[src/source/raster_cmd_pkg.sv]
package raster_cmd_pkg;

    // one quad-SPI transfer
    localparam int NIBBLE_W = 4;

    typedef logic [NIBBLE_W-1:0] nibble_t;

    typedef enum logic [NIBBLE_W-1:0] {
        OP_IDLE        = 4'd0,
        OP_CREATE_VERT = 4'd1,
        OP_CREATE_TRI  = 4'd2,
        OP_CREATE_INST = 4'd3,
        OP_UPDATE_INST = 4'd4
    } opcode_e;

    // returned as the last response nibble
    typedef enum logic [NIBBLE_W-1:0] {
        ST_OK             = 4'd0,
        ST_INVALID_OPCODE = 4'd1,
        ST_OUT_OF_MEMORY  = 4'd2,
        ST_INVALID_ID     = 4'd4
    } status_e;

    typedef enum logic [2:0] {
        LOAD_OP,
        VERT_PHASE,
        TRI_PHASE,
        INST_PHASE,
        UPDATE_PHASE,
        RESPOND
    } seq_state_e;

endpackage

[src/source/raster_geom_pkg.sv]
package raster_geom_pkg;

    localparam int ID_W    = 8;
    localparam int COUNT_W = 12;

    // vertex and triangle pools share one address width
    localparam int POOL_AW   = 13;
    localparam int VERT_POOL = 8192;
    localparam int TRI_POOL  = 8192;

    localparam int VTX_W   = 108;  // xyz floats plus three 4 bit attributes
    localparam int TRI_W   = 36;   // three 12 bit vertex indices
    localparam int XFORM_W = 384;  // 12 floats, position, rotation and scale

    typedef logic [ID_W-1:0]    id_t;
    typedef logic [COUNT_W-1:0] count_t;
    typedef logic [POOL_AW-1:0] pool_addr_t;
    typedef logic [VTX_W-1:0]   vertex_t;
    typedef logic [TRI_W-1:0]   triangle_t;
    typedef logic [XFORM_W-1:0] transform_t;

endpackage

[src/source/cmd_sequencer.sv]
`timescale 1ns/100ps

module cmd_sequencer (
    input  logic                    sck,
    input  logic                    rst,
    input  logic                    cs_n,
    input  raster_cmd_pkg::nibble_t spi_din,
    output logic                    vert_nib_en,
    output logic                    tri_nib_en,
    output logic                    inst_nib_en,
    output logic                    inst_mode_update,
    output logic                    abort,
    input  logic                    vert_done,
    input  logic                    tri_done,
    input  logic                    inst_done,
    input  raster_cmd_pkg::status_e vert_status,
    input  raster_cmd_pkg::status_e tri_status,
    input  raster_cmd_pkg::status_e inst_status,
    input  raster_geom_pkg::id_t    vert_id,
    input  raster_geom_pkg::id_t    tri_id,
    input  raster_geom_pkg::id_t    inst_id,
    output logic                    resp_start,
    output raster_geom_pkg::id_t    resp_id,
    output raster_cmd_pkg::status_e resp_status,
    output logic                    resp_short,
    input  logic                    resp_done
);
    import raster_cmd_pkg::*;

    seq_state_e state;
    status_e    pending;     // sticky error from a consumed opcode
    status_e    loader_status;

    assign abort            = cs_n;
    assign vert_nib_en      = !cs_n && state == VERT_PHASE;
    assign tri_nib_en       = !cs_n && state == TRI_PHASE;
    assign inst_nib_en      = !cs_n && (state == INST_PHASE || state == UPDATE_PHASE);
    assign inst_mode_update = state == UPDATE_PHASE;
    assign resp_short       = inst_mode_update;  // update answers with status only

    // result of whichever loader owns the phase
    always_comb begin
        resp_start    = 1'b0;
        resp_id       = inst_id;
        loader_status = inst_status;
        case (state)
            VERT_PHASE: begin
                resp_start    = vert_done;
                resp_id       = vert_id;
                loader_status = vert_status;
            end
            TRI_PHASE: begin
                resp_start    = tri_done;
                resp_id       = tri_id;
                loader_status = tri_status;
            end
            INST_PHASE, UPDATE_PHASE: begin
                resp_start = inst_done;
            end
            default: ;
        endcase
    end

    // own error wins over the pending one
    assign resp_status = (loader_status != ST_OK) ? loader_status : pending;

    always_ff @(posedge sck or posedge rst) begin
        if (rst) begin
            state   <= LOAD_OP;
            pending <= ST_OK;
        end else if (cs_n) begin
            state <= LOAD_OP;
        end else begin
            case (state)
                LOAD_OP: begin
                    case (opcode_e'(spi_din))
                        OP_IDLE:        ;
                        OP_CREATE_VERT: state <= VERT_PHASE;
                        OP_CREATE_TRI:  state <= TRI_PHASE;
                        OP_CREATE_INST: state <= INST_PHASE;
                        OP_UPDATE_INST: state <= UPDATE_PHASE;
                        default:        pending <= ST_INVALID_OPCODE;
                    endcase
                end
                VERT_PHASE, TRI_PHASE, INST_PHASE, UPDATE_PHASE: begin
                    if (resp_start) begin
                        state   <= RESPOND;
                        pending <= ST_OK;  // reported now
                    end
                end
                RESPOND: begin
                    if (resp_done) state <= LOAD_OP;
                end
                default: state <= LOAD_OP;
            endcase
        end
    end

endmodule

[src/source/buffer_loader.sv]
`timescale 1ns/100ps

module buffer_loader #(
    parameter int ELEM_W    = raster_geom_pkg::VTX_W,
    parameter int POOL_SIZE = raster_geom_pkg::VERT_POOL
) (
    input  logic                       sck,
    input  logic                       rst,
    input  logic                       abort,
    input  logic                       nib_en,
    input  raster_cmd_pkg::nibble_t    nib,
    output logic                       done,
    output raster_cmd_pkg::status_e    status,
    output raster_geom_pkg::id_t       buf_id,
    output raster_geom_pkg::id_t       next_id,
    output logic                       hdr_valid,
    output raster_geom_pkg::pool_addr_t base,
    output raster_geom_pkg::count_t    count,
    output logic                       elem_valid,
    output logic [ELEM_W-1:0]          elem
);
    import raster_cmd_pkg::*;
    import raster_geom_pkg::*;

    localparam int CNT_NIBS  = COUNT_W / NIBBLE_W;
    localparam int ELEM_NIBS = ELEM_W / NIBBLE_W;
    localparam int NIB_CW    = $clog2(ELEM_NIBS > CNT_NIBS ? ELEM_NIBS : CNT_NIBS);

    logic              in_elems;  // header taken, elements follow
    logic [NIB_CW-1:0] nib_cnt;
    count_t            elem_cnt;
    logic              err;
    id_t               id_r;
    logic [POOL_AW:0]  next_base;  // one extra bit, a full pool is legal
    count_t            cnt_in;
    logic [POOL_AW:0]  end_addr;
    logic              oom_now;
    logic              hdr_last;
    logic              elem_last;

    assign cnt_in    = {count[COUNT_W-NIBBLE_W-1:0], nib};
    assign end_addr  = next_base + cnt_in;
    assign oom_now   = end_addr > POOL_SIZE;
    assign hdr_last  = nib_en && !in_elems && nib_cnt == CNT_NIBS - 1;
    assign elem_last = nib_en && in_elems && nib_cnt == ELEM_NIBS - 1;

    // empty buffer finishes on the header
    assign done   = (hdr_last && cnt_in == '0) || (elem_last && elem_cnt == count - 1'b1);
    assign status = (hdr_last ? oom_now : err) ? ST_OUT_OF_MEMORY : ST_OK;
    assign buf_id = hdr_last ? next_id : id_r;

    always_ff @(posedge sck or posedge rst) begin
        if (rst) begin
            in_elems   <= 1'b0;
            nib_cnt    <= '0;
            elem_cnt   <= '0;
            err        <= 1'b0;
            hdr_valid  <= 1'b0;
            elem_valid <= 1'b0;
            next_id    <= '0;
            next_base  <= '0;
        end else begin
            hdr_valid  <= 1'b0;
            elem_valid <= 1'b0;
            if (abort) begin
                in_elems <= 1'b0;
                nib_cnt  <= '0;
                elem_cnt <= '0;
            end else if (hdr_last) begin
                nib_cnt   <= '0;
                elem_cnt  <= '0;
                err       <= oom_now;
                hdr_valid <= !oom_now;
                in_elems  <= cnt_in != '0;
                if (!oom_now) begin  // failed header leaves id and pool untouched
                    next_id   <= next_id + 1'b1;
                    next_base <= end_addr;
                end
            end else if (elem_last) begin
                nib_cnt    <= '0;
                elem_valid <= !err;
                if (done) in_elems <= 1'b0;
                else elem_cnt <= elem_cnt + 1'b1;
            end else if (nib_en) begin
                nib_cnt <= nib_cnt + 1'b1;
            end
        end
    end

    always_ff @(posedge sck) begin
        if (nib_en && !in_elems) count <= cnt_in;
        if (nib_en && in_elems) elem <= {elem[ELEM_W-NIBBLE_W-1:0], nib};
        if (hdr_last) begin
            id_r <= next_id;
            base <= next_base[POOL_AW-1:0];
        end
    end

endmodule

[src/source/instance_loader.sv]
`timescale 1ns/100ps

module instance_loader (
    input  logic                       sck,
    input  logic                       rst,
    input  logic                       abort,
    input  logic                       nib_en,
    input  raster_cmd_pkg::nibble_t    nib,
    input  logic                       mode_update,
    input  raster_geom_pkg::id_t       vert_next_id,
    input  raster_geom_pkg::id_t       tri_next_id,
    output logic                       done,
    output raster_cmd_pkg::status_e    status,
    output logic                       inst_valid,
    output logic                       inst_update,
    output raster_geom_pkg::id_t       inst_id,
    output raster_geom_pkg::id_t       inst_vert_id,
    output raster_geom_pkg::id_t       inst_tri_id,
    output raster_geom_pkg::transform_t inst_transform
);
    import raster_cmd_pkg::*;
    import raster_geom_pkg::*;

    localparam int ID_NIBS = ID_W / NIBBLE_W;
    localparam int XF_NIBS = XFORM_W / NIBBLE_W;

    logic              in_xform;
    logic [6:0]        nib_cnt;   // up to 96 transform nibbles
    logic              err;
    id_t               next_inst;
    logic [2*ID_W-1:0] id_sr;
    logic [2*ID_W-1:0] id_in;
    logic              id_last;
    logic              xform_last;
    logic              bad_id;

    assign id_in      = {id_sr[2*ID_W-NIBBLE_W-1:0], nib};
    assign id_last    = nib_en && !in_xform &&
                        nib_cnt == (mode_update ? ID_NIBS - 1 : 2 * ID_NIBS - 1);
    assign xform_last = nib_en && in_xform && nib_cnt == XF_NIBS - 1;

    // create checks both buffer ids, update the instance id
    always_comb begin
        if (mode_update)
            bad_id = id_in[ID_W-1:0] == '0 || id_in[ID_W-1:0] >= next_inst;
        else
            bad_id = id_in[2*ID_W-1:ID_W] >= vert_next_id || id_in[ID_W-1:0] >= tri_next_id;
    end

    assign done   = xform_last;
    assign status = err ? ST_INVALID_ID : ST_OK;

    always_ff @(posedge sck or posedge rst) begin
        if (rst) begin
            in_xform    <= 1'b0;
            nib_cnt     <= '0;
            err         <= 1'b0;
            next_inst   <= 8'd1;  // 0 is the camera
            inst_valid  <= 1'b0;
            inst_update <= 1'b0;
        end else begin
            inst_valid <= 1'b0;
            if (abort) begin
                in_xform <= 1'b0;
                nib_cnt  <= '0;
            end else if (id_last) begin
                nib_cnt  <= '0;
                in_xform <= 1'b1;
                err      <= bad_id;
                if (!mode_update && !bad_id) next_inst <= next_inst + 1'b1;
            end else if (xform_last) begin
                nib_cnt     <= '0;
                in_xform    <= 1'b0;
                inst_valid  <= !err;
                inst_update <= mode_update;
            end else if (nib_en) begin
                nib_cnt <= nib_cnt + 1'b1;
            end
        end
    end

    always_ff @(posedge sck) begin
        if (nib_en && !in_xform) id_sr <= id_in;
        if (id_last && mode_update) inst_id <= id_in[ID_W-1:0];
        if (id_last && !mode_update) begin
            inst_id      <= next_inst;  // unconsumed id on error
            inst_vert_id <= id_in[2*ID_W-1:ID_W];
            inst_tri_id  <= id_in[ID_W-1:0];
        end
        if (nib_en && in_xform) inst_transform <= {inst_transform[XFORM_W-NIBBLE_W-1:0], nib};
    end

endmodule

[src/source/response_shifter.sv]
`timescale 1ns/100ps

module response_shifter (
    input  logic                    sck,
    input  logic                    rst,
    input  logic                    resp_start,
    input  raster_geom_pkg::id_t    resp_id,
    input  raster_cmd_pkg::status_e resp_status,
    input  logic                    resp_short,
    output raster_cmd_pkg::nibble_t spi_dout,
    output logic                    spi_oe,
    output logic                    resp_done
);
    import raster_cmd_pkg::*;
    import raster_geom_pkg::*;

    id_t        id_r;
    status_e    status_r;
    logic [1:0] slot;  // 0 id high, 1 id low, 2 status

    always_ff @(posedge sck or posedge rst) begin
        if (rst) begin
            spi_oe <= 1'b0;
            slot   <= '0;
        end else if (resp_start) begin
            spi_oe <= 1'b1;
            slot   <= resp_short ? 2'd2 : 2'd0;
        end else if (spi_oe) begin
            if (slot == 2'd2) spi_oe <= 1'b0;
            else slot <= slot + 1'b1;
        end
    end

    always_ff @(posedge sck) begin
        if (resp_start) begin
            id_r     <= resp_id;
            status_r <= resp_status;
        end
    end

    always_comb begin
        case (slot)
            2'd0:    spi_dout = id_r[ID_W-1:NIBBLE_W];
            2'd1:    spi_dout = id_r[NIBBLE_W-1:0];
            default: spi_dout = status_r;
        endcase
    end

    assign resp_done = spi_oe && slot == 2'd2;

endmodule

[src/source/spi_cmd_port.sv]
`timescale 1ns/100ps

module spi_cmd_port (
    input  logic                        sck,
    input  logic                        rst,
    input  logic                        cs_n,
    input  raster_cmd_pkg::nibble_t     spi_din,
    output raster_cmd_pkg::nibble_t     spi_dout,
    output logic                        spi_oe,
    output logic                        vert_hdr_valid,
    output raster_geom_pkg::id_t        vert_buf_id,
    output raster_geom_pkg::pool_addr_t vert_base,
    output raster_geom_pkg::count_t     vert_count,
    output logic                        vert_valid,
    output raster_geom_pkg::vertex_t    vert_data,
    output logic                        tri_hdr_valid,
    output raster_geom_pkg::id_t        tri_buf_id,
    output raster_geom_pkg::pool_addr_t tri_base,
    output raster_geom_pkg::count_t     tri_count,
    output logic                        tri_valid,
    output raster_geom_pkg::triangle_t  tri_data,
    output logic                        inst_valid,
    output logic                        inst_update,
    output raster_geom_pkg::id_t        inst_id,
    output raster_geom_pkg::id_t        inst_vert_id,
    output raster_geom_pkg::id_t        inst_tri_id,
    output raster_geom_pkg::transform_t inst_transform
);
    import raster_cmd_pkg::*;
    import raster_geom_pkg::*;

    logic    vert_nib_en, tri_nib_en, inst_nib_en;
    logic    inst_mode_update, abort;
    logic    vert_done, tri_done, inst_done;
    status_e vert_status, tri_status, inst_status;
    id_t     vert_next_id, tri_next_id;
    logic    resp_start, resp_short, resp_done;
    id_t     resp_id;
    status_e resp_status;

    cmd_sequencer i_cmd_sequencer (
        .sck, .rst, .cs_n, .spi_din,
        .vert_nib_en, .tri_nib_en, .inst_nib_en, .inst_mode_update, .abort,
        .vert_done, .tri_done, .inst_done,
        .vert_status, .tri_status, .inst_status,
        .vert_id (vert_buf_id),
        .tri_id  (tri_buf_id),
        .inst_id,
        .resp_start, .resp_id, .resp_status, .resp_short, .resp_done
    );

    buffer_loader #(.ELEM_W(VTX_W), .POOL_SIZE(VERT_POOL)) vert_loader (
        .sck, .rst, .abort,
        .nib_en     (vert_nib_en),
        .nib        (spi_din),
        .done       (vert_done),
        .status     (vert_status),
        .buf_id     (vert_buf_id),
        .next_id    (vert_next_id),
        .hdr_valid  (vert_hdr_valid),
        .base       (vert_base),
        .count      (vert_count),
        .elem_valid (vert_valid),
        .elem       (vert_data)
    );

    buffer_loader #(.ELEM_W(TRI_W), .POOL_SIZE(TRI_POOL)) tri_loader (
        .sck, .rst, .abort,
        .nib_en     (tri_nib_en),
        .nib        (spi_din),
        .done       (tri_done),
        .status     (tri_status),
        .buf_id     (tri_buf_id),
        .next_id    (tri_next_id),
        .hdr_valid  (tri_hdr_valid),
        .base       (tri_base),
        .count      (tri_count),
        .elem_valid (tri_valid),
        .elem       (tri_data)
    );

    instance_loader i_instance_loader (
        .sck, .rst, .abort,
        .nib_en      (inst_nib_en),
        .nib         (spi_din),
        .mode_update (inst_mode_update),
        .vert_next_id, .tri_next_id,
        .done        (inst_done),
        .status      (inst_status),
        .inst_valid, .inst_update, .inst_id, .inst_vert_id, .inst_tri_id, .inst_transform
    );

    response_shifter i_response_shifter (
        .sck, .rst, .resp_start, .resp_id, .resp_status, .resp_short,
        .spi_dout, .spi_oe, .resp_done
    );

endmodule

[config.mk]
export PLATFORM = sky130hd
export DESIGN_NAME = spi_cmd_port
export DESIGN_NICKNAME = d
export VERILOG_FILES = /design/src/source/raster_cmd_pkg.sv /design/src/source/raster_geom_pkg.sv /design/src/source/cmd_sequencer.sv /design/src/source/buffer_loader.sv /design/src/source/instance_loader.sv /design/src/source/response_shifter.sv /design/src/source/spi_cmd_port.sv
export SDC_FILE = /design/constraint.sdc
export NUM_CORES = 1
export LEC_CHECK = 0
export ABC_CLOCK_PERIOD_IN_PS = 39200
export BUFFER_PORTS_ARGS = -buffer_cell sky130_fd_sc_hd__buf_2
export CORE_MARGIN = 4
export CORE_UTILIZATION = 45
export DETAILED_ROUTE_END_ITERATION = 10
export MAX_ROUTING_LAYER = met4
export PLACE_DENSITY = 0.79
export SLEW_MARGIN = 20
export SYNTH_ARGS = -nofsm -noshare
export SYNTH_HDL_FRONTEND = slang
export SYNTH_SLANG_ARGS = --single-unit
[constraint.sdc]
create_clock -name sck -period 39.2 [get_ports sck]
set_input_delay 1.96 -clock sck [delete_from_list [all_inputs] [get_ports sck]]
set_output_delay 1.96 -clock sck [all_outputs]
set_load 0.01 [all_outputs]
Yosys cells after proc, flatten, opt, wreduce, memory -nomap -nowiden
Cells that the tools add are included.
Storage, ports and cells
  flip-flop bits (word level): 756
  latch bits: 0
  memory bits (writable): 0
  bits in read-only memories: 0
  input bits: 7
  output and inout port bits: 629
  logic and storage cells: 239
  memories kept: 0
Operators by class
  add/sub/neg operators: 13
  $mul: 0
  divide/modulo/power cells: 0
  $lt $le $gt $ge: 5
  eq/ne operators: 27
  shift-type cells: 0
  multiplexer cells: 75
  bitwise gates (word level): 4
  reductions and logical operators: 74
Operators by type and width (count)
  $mux W12: 8
  $eq A7 B32 Y1: 1
  $mux W8: 4
  $mux W1: 30
  $add A14 B12 Y14: 2
  $gt A14 B14 Y1 const B: 2
  $mux W4: 7
  $mux W7: 4
  $add A12 B1 Y12 const B: 2
  $add A8 B1 Y8 const B: 3
  $eq A12 B12 Y1: 2
  $ge A8 B8 Y1: 3
  $logic_not A12 Y1: 2
  $pmux W4 S2: 3
  $reduce_bool A12 Y1: 2
  $sub A12 B1 Y12 const B: 2
  $logic_and A1 B1 Y1: 23
  $mux W5: 4
  $pmux W8 S2: 1
  $reduce_bool A4 Y1: 4
  $reduce_and A3 Y1: 5
  $reduce_bool A3 Y1: 5
  $mux W2: 7
  $eq A4 B2 Y1 const B: 3
  36 further kinds: 69

Longest topological paths before layout
Gate-level depths: netlist of run 1.
  depth after elaboration: 10
  gate-level depth with buffers: 13
  mapped depth without buffers: 12

Hierarchy
A second synthesis of run 1 with hierarchy kept.
Unflattened totals
  cells, all modules: 1716
  area total of the unflattened synthesis: 28318.4 µm²
By module, submodules not included
  instance_loader: instances 1, cells an instance 614, area each 14297.5 µm², seq. area each 13088.8 µm²
  buffer_loader at vert_loader: instances 1, cells an instance 526, area each 7470.9 µm², seq. area each 5230.0 µm²
  buffer_loader at tri_loader: instances 1, cells an instance 426, area each 5198.7 µm², seq. area each 3042.9 µm²
  cmd_sequencer: instances 1, cells an instance 108, area each 744.5 µm², seq. area each 100.1 µm²
  response_shifter: instances 1, cells an instance 42, area each 606.8 µm², seq. area each 435.4 µm²

Worst setup path after synthesis of run 1
No wires, ideal clock.
  kind: input-to-reg
  start: input cs_n
  end: register i_response_shifter.slot[1]
  setup time: 120 ps
  arrival: 33333 ps
  data required time: 39080 ps
  path slack: 5747 ps
  cell stages on the path: 7
  buffers on the path: 1
  path through: nor3b_1 and4_1 clkbuf_1 a21oi_1 nand2_2 a2bb2oi_1 nor2_1
On the way
  longest elaborated chain between the ends: 9
  elaborated cells on any way between the ends: 25
  classes of those cells: 1 x eq/ne; 2 x mux; 22 x reduce/logical
RTL lines
  start: declaration: RTL line spi_cmd_port.sv:6  | input logic cs_n,
  $logic_not A1 Y1 *: RTL line cmd_sequencer.sv:35, cmd_sequencer.sv:36, cmd_sequencer.sv:37
  $logic_and A1 B1 Y1, on equally long branches: RTL line cmd_sequencer.sv:36, cmd_sequencer.sv:35
  $logic_and A1 B1 Y1, on equally long branches (2 in series): RTL line buffer_loader.sv:44, buffer_loader.sv:45
  $logic_and A1 B1 Y1: RTL line buffer_loader.sv:48  | assign done = (hdr_last && cnt_in == '0) || (elem_last && elem_cnt == count - 1'b1);
  $logic_or A1 B1 Y1: RTL line buffer_loader.sv:48
  $pmux W1 S3 *: RTL line cmd_sequencer.sv:46  | case (state)
  named net i_cmd_sequencer.resp_start: RTL line cmd_sequencer.sv:22  | output logic resp_start,
  $ne A2 B2 Y1 (no line) or $reduce_bool A2 Y1 (tied branches)
  $reduce_and A2 Y1 (no line)
  end signal: assignment: RTL line response_shifter.sv:27  | slot <= resp_short ? 2'd2 : 2'd0;
  end signal: assignment: RTL line response_shifter.sv:30  | else slot <= slot + 1'b1;
  end: declaration: RTL line response_shifter.sv:19  | logic [1:0] slot;
Mark *: on every way through the listed nets, which the timed path passes. The rest lies on a longest branch.
A chain may end at the register's enable or synchronous reset.

Final worst setup path of run 1
  start: input cs_n
  end: output vert_buf_id[7]
On the way
  longest elaborated chain between the ends: 5
RTL lines
  $logic_not A1 Y1: RTL line cmd_sequencer.sv:35  | assign vert_nib_en = !cs_n && state == VERT_PHASE;
  $logic_and A1 B1 Y1: RTL line cmd_sequencer.sv:35
  $logic_and A1 B1 Y1 (2 in series): RTL line buffer_loader.sv:44  | assign hdr_last = nib_en && !in_elems && nib_cnt == CNT_NIBS - 1;
  $mux W8: RTL line buffer_loader.sv:50  | assign buf_id = hdr_last ? next_id : id_r;
  end: declaration: RTL line spi_cmd_port.sv:11  | output raster_geom_pkg::id_t vert_buf_id,
Every way passes these cells.

==> results of run 1 <==
[metrics by stage]
| step | hold WS, ns | instance area [um2] | power (W) | util (%) | worst slack, ns |
|---|---|---|---|---|---|
| floorplan | 0.425 | 27700 | 0.00101 | - | 5.75 |
| global placement | 0.424 | 31900 | 0.00105 | 52.6 | 33.39 |
| detailed placement | 0.426 | 31900 | 0.00106 | 52.6 | 33.30 |
| CTS | 0.440 | 34300 | 0.00176 | 56.6 | 33.30 |
| global route | 0.451 | 34300 | 0.00182 | 56.7 | 33.18 |
| finish | 0.440 | 34300 | 0.00175 | 56.7 | 33.29 |
[kinds of logic after synthesis]
logic type | count (synthesis) | share of synthesized area [%]
adder cells (fa/ha/maj) | 66 | 3.04
multiplexers | 45 | 1.79
AND/OR/NAND/NOR | 357 | 6.66
buffers and inverters | 90 | 1.30
AO/OA/AOI/OAI | 208 | 5.38
XOR/XNOR | 89 | 2.82
flip-flops | 752 | 79.0
[cells in the mapped netlist (10+ instances only)]
cell type  number  area [um2]
inv_1          60         225
nand2b_1       12        75.1
a21o_1         22         165
nand4_1        23         144
o21a_1         13        97.6
o21ai_0        38         190
dfrtp_1       110        2750
xor2_1         34         298
xnor2_1        55         482
nor4_1         14        87.6
a21oi_1        34         170
clkbuf_1       20        75.1
nor2b_1        11        68.8
a22oi_1        11        82.6
ha_1           64         801
o31ai_1        10        75.1
mux2_2         37         417
dfxtp_1        16         320
nor2_1         89         334
nand2_1        83         312
edfxtp_1      625       18800
nand3_1        33         165
nor3_1         30         150
[final cells by class]
class | count | area share, %
diodes | 1 | 0.00729
repair buffers | 656 | 9.81
multi-input cells | 765 | 15.9
well taps | 782 | 2.85
clock inverters | 35 | 0.776
clock buffers | 102 | 6.31
inverters | 61 | 0.674
flip-flops and latches | 752 | 63.7
[routing by layer]
| layer | part of all wire (%) | vias to the layer above |
|---|---|---|
| met5 | 0 | - |
| met4 | 2.9 | 0 |
| met3 | 7.4 | 140 |
| met2 | 52 | 773 |
| met1 | 38 | 8562 |
| li1 | - | 7540 |
[layout by cell type, fill, tap and decap left out, drive strengths merged, types with 11 or more instances in the layout]
cell type / n
a22oi: 11
a21o: 22
mux2: 37
nor2: 89
o21ai: 40
o21a: 13
nand3: 33
nor4: 16
dfrtp: 110
nor2b: 11
nand2: 84
clkbuf: 102
inv: 62
nand4: 23
xnor2: 55
a21oi: 36
edfxtp: 625
nand2b: 12
xor2: 34
nor3: 32
ha: 64
buf: 656
dfxtp: 16
clkinv: 28
[power by group through the flow]
stage	combinational (W)	sequential, W	clock, W
3_5_place_dp	0.000146	0.000914	0
6_report	0.000148	0.000897	0.000702
5_1_grt	0.000165	0.000899	0.000753
3_3_place_gp	0.000142	0.000913	0
2_1_floorplan	0.000106	0.000908	0
4_1_cts	0.000147	0.000898	0.000714
[registers in the layout, indices dropped and copies added (netlist names), 4 cells and up]
register and cells:
i_instance_loader.inst_transform 384, vert_loader.elem 108, tri_loader.elem 36, tri_loader.next_base 14
vert_loader.next_base 14, tri_loader.base 13, vert_loader.base 13, i_instance_loader.id_sr 12
tri_loader.count 12, tri_loader.elem_cnt 12, vert_loader.count 12, vert_loader.elem_cnt 12
i_instance_loader.inst_id 8, i_instance_loader.inst_tri_id 8, i_instance_loader.inst_vert_id 8, i_instance_loader.next_inst 8
i_response_shifter.id_r 8, tri_loader.id_r 8, tri_loader.next_id 8, vert_loader.id_r 8
vert_loader.next_id 8, i_instance_loader.nib_cnt 7, vert_loader.nib_cnt 5, tri_loader.nib_cnt 4
[worst min path at each step]
stage,cells after the start,end,slack (ns)
after floorplan,1,i_instance_loader.inst_valid,0.43
after global placement,0,vert_loader.elem[13],0.42
after detailed placement,0,i_instance_loader.inst_transform[234],0.43
after CTS,0,i_instance_loader.inst_transform[65],0.44
after global routing,0,vert_loader.elem[8],0.45
final,0,i_instance_loader.inst_transform[50],0.44
==> impl_metrics.ini, run 1 <==
[floorplan]
die_h_um = 256
die_w_um = 256
die_area_um2 = 65500
io_pins = 636
row_count = 90
fp.coreArea_um2 = 60600
start_util_pct = 45.7

[route]
totalWireLength_mm = 73.0
vias_per_cell = 5.39
drt_iter0_drc = 1585
ant_nets = 0
num_vias = 17000
wl_per_cell_um = 23.1
drc = 0
dr.pass1.iters = 5

[synth]
avgSynthCellArea_um2 = 17.2
ys_ff_latch = 752
synth_cell_types = 86
synth-main-ff-cell = edfxtp_1
syn-num-nets = 1680
synth_cells = 1607
yosysWarnings = 0
yosysSeqAreaShare_pct = 79.0
syn_area_um2 = 27700
synth_edf_count = 625
synthArstFlopShare_pct = 14.8

[power]
cellPowerDensity_nw_per_um2 = 50.9
clkPwrFrac_pct = 40.2
p_leak_nw = 12.5
combPwrFrac_pct = 8.5
p_seq_share_pct = 51.4
p_sw_w = 0.000405
p_int_w = 0.00134
peakVddDrop_mv = 0.0371
p_sw_share_pct = 23.2

[worst_setup_path]
crit_type = primary input to primary output
critPathLaunchType = primary input
cpMaxStageDelayCell = or2_1
slowest_delay_ns = 0.43
reg2reg_from = i_cmd_sequencer.state[2]
cp.required_ns = 37.24
cp_common_cell = buf_2
cpLargestDelayFamily = simple AND/OR/NAND/NOR gates
critPathCapture = vert_buf_id[7]
crit_path_end_kind = primary output
critPathLaunch = cs_n
critPathMaxFanout = 27
r2r_end = i_instance_loader.inst_transform[152]
crit_arrival_ns = 3.95
worst-r2r-setup-slack_ns = 34.76
path_depth = 6
cp_cell_sequence = buf_2, or2_1, nor4_4, buf_4, mux2_2, buf_2
path_buf_inv = 3
reg2regPathDepth = 7

[layout]
seqCellArea_um2 = 21900
drive_gt1_share_pct = 35.1
fin_nets = 2385
syn2layout_area_growth_pct = 24.1
stdcell_count = 3154
nFillCells = 4622
multiInputGateArea_um2 = 5470

[clock_tree]
numCtsBuffers = 76
tritoncts = done
clockBufferDepth = 3
ctsResizeCount = 0
ctsHtreeMaxLevel = 3
cts_hold_buf = 0
cts_setup_buffers = 0
cts_sinks = 752
clk_pin_slew_ns = 0.06
clkLatencyLatePin_ns = 0.61
cts_root_buf = clkbuf_16

[sta]
worst_pin_slew_ns = 1.08
setup_viol = 0
relSlewSlack_pct = 28.2
finalMaxSlewViolations = 0
max_clock_freq_ghz = 0.169
skew_ns = 0.0264
fin_crit_ns = 5.91
setup_tns_ns = 0
rsz0062_at_grt = no
hold_viol_final = 0
post-route-period-util_pct = 15.1

[grt]
grt.busiest_layer = met2
grt_pass1_vias = 16900
met2_usage_pct = 38.1
grt_pass1_wl_mm = 109
gr-usage-met1_pct = 26.6
grt_max_degree = 94
use_met3_pct = 5.00
grt_antenna_before_repair = 1
grt-ovfl-total = 0
grt_usage_pct = 22.2

[hold_path]
holdCritStartpoint = i_instance_loader.inst_transform[46]
hp-class = flip-flop to flip-flop

[placement]
gp_congestion = 0.932
port-buffer-count = 635
dp.cells = 3014
hpwlAfterDp_mm = 52.4

[run]
maxCapViolCount = 0

[status]
status = completed
(Power assumes the default switching activity.)
==> inputs of run 2 (changes only) <==
--- a/config.mk
+++ b/config.mk
@@ -5,7 +5,7 @@
 export SDC_FILE = /design/constraint.sdc
 export NUM_CORES = 1
 export LEC_CHECK = 0
-export ABC_CLOCK_PERIOD_IN_PS = 39200
+export ABC_CLOCK_PERIOD_IN_PS = 5600
 export BUFFER_PORTS_ARGS = -buffer_cell sky130_fd_sc_hd__buf_2
 export CORE_MARGIN = 4
 export CORE_UTILIZATION = 45
==> constraint.sdc (replaced) <==
create_clock -name sck -period 5.6 [get_ports sck]
set_input_delay 0.28 -clock sck [delete_from_list [all_inputs] [get_ports sck]]
set_output_delay 0.28 -clock sck [all_outputs]
set_load 0.01 [all_outputs]
==> run 2 against run 1 <==
Worst setup slack got worse by 32 ns. Total power grew to 7.2 times the previous value. Sequential share of layout area decreased by 0.43 points. Highest routed layer unchanged. Final cell count about the same. Utilization rose by 0.39 points.
==> impl_metrics.ini, run 2 (same netlist as run 1, synthesis figures left out) <==
[run]
maxCapViolCount = 0

[grt]
grt_usage_pct = 22.3
grt_max_degree = 187
grt_antenna_before_repair = 0
grt-ovfl-total = 0
grt_pass1_wl_mm = 110
grt_pass1_vias = 16900

[clock_tree]
cts_sinks = 752
cts_setup_buffers = 0
clockBufferDepth = 3
clkLatencyLatePin_ns = 0.63
ctsHtreeMaxLevel = 3
cts_root_buf = clkbuf_16
tritoncts = done
numCtsBuffers = 77
clk_pin_slew_ns = 0.06

[layout]
final_common_cell = buf_2
insertedDiodeCount = 0
layout_common_cells = 635 x buf_2, 625 x edfxtp_1, 110 x dfrtp_1, 88 x nor2_1, 83 x nand2_1
reg_top3 = i_instance_loader.inst_transform (384), vert_loader.elem (108), tri_loader.elem (36)
drive_gt1_share_pct = 35.5
stdcell_count = 3155
top_register = i_instance_loader.inst_transform
fin_nets = 2384
largest_reg_flops = 384
fin_util_pct = 57.1
syn2layout_area_growth_pct = 25.0

[power]
p_seq_share_pct = 49.9
total_power_w = 0.0126
p_sw_w = 0.00300
combPwrFrac_pct = 8.4
p_sw_share_pct = 23.8
cellPowerDensity_nw_per_um2 = 364
clkPwrFrac_pct = 41.6
p_leak_nw = 12.6
peakVddDrop_mv = 0.207
p_int_w = 0.00959

[sta]
max_clock_freq_ghz = 0.259
fin_crit_ns = 3.86
skew_ns = 0.0339
hold_viol_final = 0
relSlewSlack_pct = 22.6
setup_viol = 0
rsz0062_at_grt = no
finalMaxSlewViolations = 0
worst_pin_slew_ns = 1.13
post-route-period-util_pct = 68.9

[route]
num_vias = 16900
totalWireLength_mm = 73.2
wl_per_cell_um = 23.2
ant_nets = 0
dr.pass1.iters = 5
vias_per_cell = 5.37
drc = 0
drt_iter0_drc = 1283

[hold_path]
hp-class = primary input to flip-flop
holdCritStartpoint = spi_din[0]

[floorplan]
die_area_um2 = 65500
row_count = 90
start_util_pct = 45.7
io_pins = 636
fp.coreArea_um2 = 60600
die_h_um = 256
die_w_um = 256

[worst_setup_path]
cp.required_ns = 6.09
crit_path_end_kind = flip-flop
critPathLaunchType = flip-flop
worst-r2r-setup-slack_ns = 1.74
critPathMaxFanout = 17
crit_type = flip-flop to flip-flop
critPathLaunch = vert_loader.count[0]
reg2reg_from = vert_loader.count[0]
crit_arrival_ns = 4.35

[placement]
port-buffer-count = 635
hpwlAfterDp_mm = 51.9
dp.cells = 3011
gp_congestion = 0.928

[status]
status = completed
==> run 2: cell types whose count changed in the layout (fill, tap and decap cells not counted), moves of 4 or more <==
cell,previous run,this run
buf_4,19,14
bufinv_16,2,7
clkbuf_8,4,0
clkinv_1,15,10
clkinv_16,0,4
clkinv_2,8,16
==> run 2: path summary, 6_finish.rpt <==
check | to | cells after the start
setup / recovery | vert_loader.next_base[0] | 10
hold reg to reg | i_instance_loader.inst_transform[157] | 0
hold / removal | vert_loader.elem[0] | 1
min in group asynchronous | vert_loader.next_base[9] | 3
max in group asynchronous | tri_loader.elem_cnt[5] | 4
setup reg to reg | vert_loader.next_base[0] | 10
==> run 2: worst max-delay path: stages, from the launching register on <==
cell	delay, ns
edfxtp_1	0.54
ha_1	0.44
a21o_1	0.21
a221oi_1	0.25
o21ai_0	0.17
a31o_2	0.33
a311o_1	0.32
a22o_1	0.26
a21oi_2	0.54
buf_4	0.33
mux2_2	0.35
==> run 2: final cells by class <==
class | count | area [um2]
well taps | 782 | 978
clock inverters | 46 | 546
clock buffers | 95 | 2080
fillers | 4598 | 26000
multi-input cells | 765 | 5510
flip-flops and latches | 752 | 21900
repair buffers | 654 | 3370
inverters | 61 | 231
==> run 2: routing by layer <==
metal,vias to the layer above,GRT usage [%],wire (um)
li1,7541,-,-
met1,8497,26.4,27900
met2,758,38.0,37800
met3,138,5.42,5310
met4,0,6.66,2150
met5,-,-,0
==> run 2: timing repair <==
action / 4_1_cts / 5_1_grt
resized for setup: 0 / 0
endpoints found under the setup margin: 0 / 0
endpoints found under the hold margin: 45 / 0
hold buffers: 2 / 0
==> run 2: power groups by stage <==
stage	Sequential (W)	Clock (W)	Combinational, W
after floorplan	0.00635	0	0.000749
after global placement	0.00640	0	0.00102
after detailed placement	0.00640	0	0.00105
after CTS	0.00629	0.00536	0.00106
after global routing	0.00630	0.00563	0.00118
final	0.00628	0.00524	0.00106
==> run 2: stage by stage <==
| step | setup WS (ns) | TNS (ns) | instance area (um2) | hold WS [ns] |
|---|---|---|---|---|
| after CTS | 1.51 | 0 | 34600 | 0.0828 |
| after detailed placement | 1.33 | 0 | 31900 | 0.428 |
| after global routing | 1.49 | 0 | 34600 | 0.0965 |
| final | 1.74 | 0 | 34600 | 0.117 |
| after floorplan | -6.69 | -2281.55 | 27700 | 0.379 |
| after global placement | 1.45 | 0 | 31900 | 0.426 |
==> inputs of run 3 (changes only) <==
--- a/config.mk
+++ b/config.mk
@@ -5,13 +5,13 @@
 export SDC_FILE = /design/constraint.sdc
 export NUM_CORES = 1
 export LEC_CHECK = 0
-export ABC_CLOCK_PERIOD_IN_PS = 5600
+export ABC_CLOCK_PERIOD_IN_PS = 3550
 export BUFFER_PORTS_ARGS = -buffer_cell sky130_fd_sc_hd__buf_2
 export CORE_MARGIN = 4
 export CORE_UTILIZATION = 45
 export DETAILED_ROUTE_END_ITERATION = 10
 export MAX_ROUTING_LAYER = met4
-export PLACE_DENSITY = 0.79
+export PLACE_DENSITY = 0.81
 export SLEW_MARGIN = 20
 export SYNTH_ARGS = -nofsm -noshare
 export SYNTH_HDL_FRONTEND = slang
==> constraint.sdc (replaced) <==
create_clock -name sck -period 3.55 [get_ports sck]
set_input_delay 0.1775 -clock sck [delete_from_list [all_inputs] [get_ports sck]]
set_output_delay 0.1775 -clock sck [all_outputs]
set_load 0.01 [all_outputs]
==> run 3 against run 2 <==
First-iteration DRC count rose by 11%. Combinational power rose by 67%. Final cell count rose by 1.3%. Critical path depth rose by 2. Critical path type unchanged. Largest cell class unchanged. Critical endpoint is now i_response_shifter.status_r[0]. Die area did not move. Design area rose by 0.83%. Worst setup slack got worse by 1.6 ns. Sequential power rose by 57%. Global-route usage rose by 0.48 points. Sequential share of layout area fell by 0.52 points.
==> impl_metrics.ini, run 3 (same netlist as run 1, synthesis figures left out) <==
[status]
status = completed

[power]
p_leak_nw = 12.8
cellPowerDensity_nw_per_um2 = 565
clkPwrFrac_pct = 40.8
combPwrFrac_pct = 9.0
p_int_w = 0.0151
p_sw_share_pct = 23.4
p_seq_share_pct = 50.2
p_sw_w = 0.00460
peakVddDrop_mv = 0.378

[floorplan]
fp.coreArea_um2 = 60600
die_w_um = 256
start_util_pct = 45.7
die_h_um = 256
row_count = 90
io_pins = 636
die_area_um2 = 65500

[grt]
grt_antenna_before_repair = 0
use_met3_pct = 5.64
met2_usage_pct = 39.3
grt_pass1_wl_mm = 112
grt.busiest_layer = met2
grt-ovfl-total = 0
grt_max_degree = 149
grt_usage_pct = 22.7
gr-usage-met1_pct = 26.6
grt_pass1_vias = 17300

[placement]
post-place-ws_ns = 0.0341
gp_congestion = 0.924
port-buffer-count = 635
hpwlAfterDp_mm = 53.1
dp.cells = 3053

[layout]
drive_gt1_share_pct = 36.9
nFillCells = 4544
largest_reg_flops = 384
top_register = i_instance_loader.inst_transform
insertedDiodeCount = 0
stdcell_count = 3197
reg_top3 = i_instance_loader.inst_transform (384), vert_loader.elem (108), tri_loader.elem (36)
syn2layout_area_growth_pct = 26.0
fin_nets = 2426
layout_common_cells = 635 x buf_2, 625 x edfxtp_1, 110 x dfrtp_1, 86 x nor2_1, 83 x nand2_1
final_common_cell = buf_2

[sta]
setup_viol = 0
max_clock_freq_ghz = 0.295
rsz0062_at_grt = no
setup_ws_ns = 0.155
hold_viol_final = 0
skew_ns = 0.0224
fin_crit_ns = 3.40
finalMaxSlewViolations = 0
relSlewSlack_pct = 37.0
worst_pin_slew_ns = 0.945
post-route-period-util_pct = 95.6

[worst_setup_path]
crit_type = flip-flop to flip-flop
cpMaxStageDelayCell = fa_1
cp.required_ns = 3.91
cp_cell_sequence = ha_1, inv_1, fa_1, nor2b_2, o31ai_2, a211o_1, a32o_1, a311o_1, a22o_1, a21oi_4, o211ai_1, and4_1
crit_path_end_kind = flip-flop
critPathMaxFanout = 5
crit_arrival_ns = 3.76
worst-r2r-setup-slack_ns = 0.15
slowest_delay_ns = 0.42
critPathLaunchType = flip-flop

[route]
num_vias = 17300
totalWireLength_mm = 74.6
ant_nets = 0
drc = 0
dr.pass1.iters = 5
wl_per_cell_um = 23.3
drt_iter0_drc = 1426
vias_per_cell = 5.42

[clock_tree]
clkLatencyLatePin_ns = 0.60
numCtsBuffers = 77
cts_root_buf = clkbuf_16
clk_pin_slew_ns = 0.06
clockBufferDepth = 3
ctsHtreeMaxLevel = 3
tritoncts = done
cts_sinks = 752

[hold_path]
hp-class = primary input to flip-flop

[run]
maxCapViolCount = 0
==> run 3: cell type report <==
class	count	area (um2)	share of cell area, %
timing repair buffer	696	3710	10.6
sequential	752	21900	62.7
multi-input combinational	765	5570	16.0
tap	782	978	2.81
clock inverter	47	452	1.30
clock buffer	94	2060	5.92
inverter	61	231	0.664
==> run 3: stage by stage <==
step                      setup TNS [ns]  area [um2]  utilization, %  hold slack, ns  power (W)
after global placement                 0       32300            53.3           0.424     0.0117
final                                  0       34900            57.6          0.0550     0.0197
after global routing                   0       34900            57.6          0.0377     0.0205
after floorplan                 -3191.08       27800               -           0.276     0.0112
after detailed placement               0       32300            53.3           0.426     0.0118
after CTS                              0       34800            57.5         0.00650     0.0198
==> run 3: power groups by stage <==
stage | Clock (W) | Combinational (W) | Sequential, W
detailed placement | 0 | 0.00172 | 0.0101
finish | 0.00803 | 0.00177 | 0.00989
floorplan | 0 | 0.00118 | 0.0100
global placement | 0 | 0.00166 | 0.0101
CTS | 0.00820 | 0.00174 | 0.00990
global route | 0.00863 | 0.00194 | 0.00992
==> run 3: timing repair <==
| action | 4_1_cts | 5_1_grt |
|---|---|---|
| endpoints found under the hold margin | 72 | 0 |
| gates resized for setup | 0 | 8 |
| buffers inserted | 0 | 0 |
| endpoints found under the setup margin | 0 | 23 |
| hold buffers | 3 | 0 |
==> run 3: path summary, 6_finish.rpt <==
check,start,to,cells past startpoint
setup / recovery,vert_loader.next_base[0],i_response_shifter.status_r[0],12
hold / removal,spi_din[0],vert_loader.next_base[0],3
setup reg to reg,vert_loader.next_base[0],i_response_shifter.status_r[0],12
max in group asynchronous,rst,i_instance_loader.next_inst[0],4
hold reg to reg,i_instance_loader.inst_transform[130],i_instance_loader.inst_transform[134],0
min in group asynchronous,rst,vert_loader.next_base[11],3
==> run 3: layer usage <==
| metal | vias to the layer above | wire, um |
|---|---|---|
| met4 | 0 | 2340 |
| met3 | 146 | 5840 |
| met5 | - | 0 |
| met1 | 8755 | 27900 |
| met2 | 782 | 38500 |
| li1 | 7635 | - |
==> run 3: critical path: cells and delay by family, from the launching register on <==
family          cells  cell delay (ns)
compound gates      7             1.70
fa+ha+maj           2             0.62
simple gates        2             0.42
flops               1             0.37
buf+inv             1             0.06
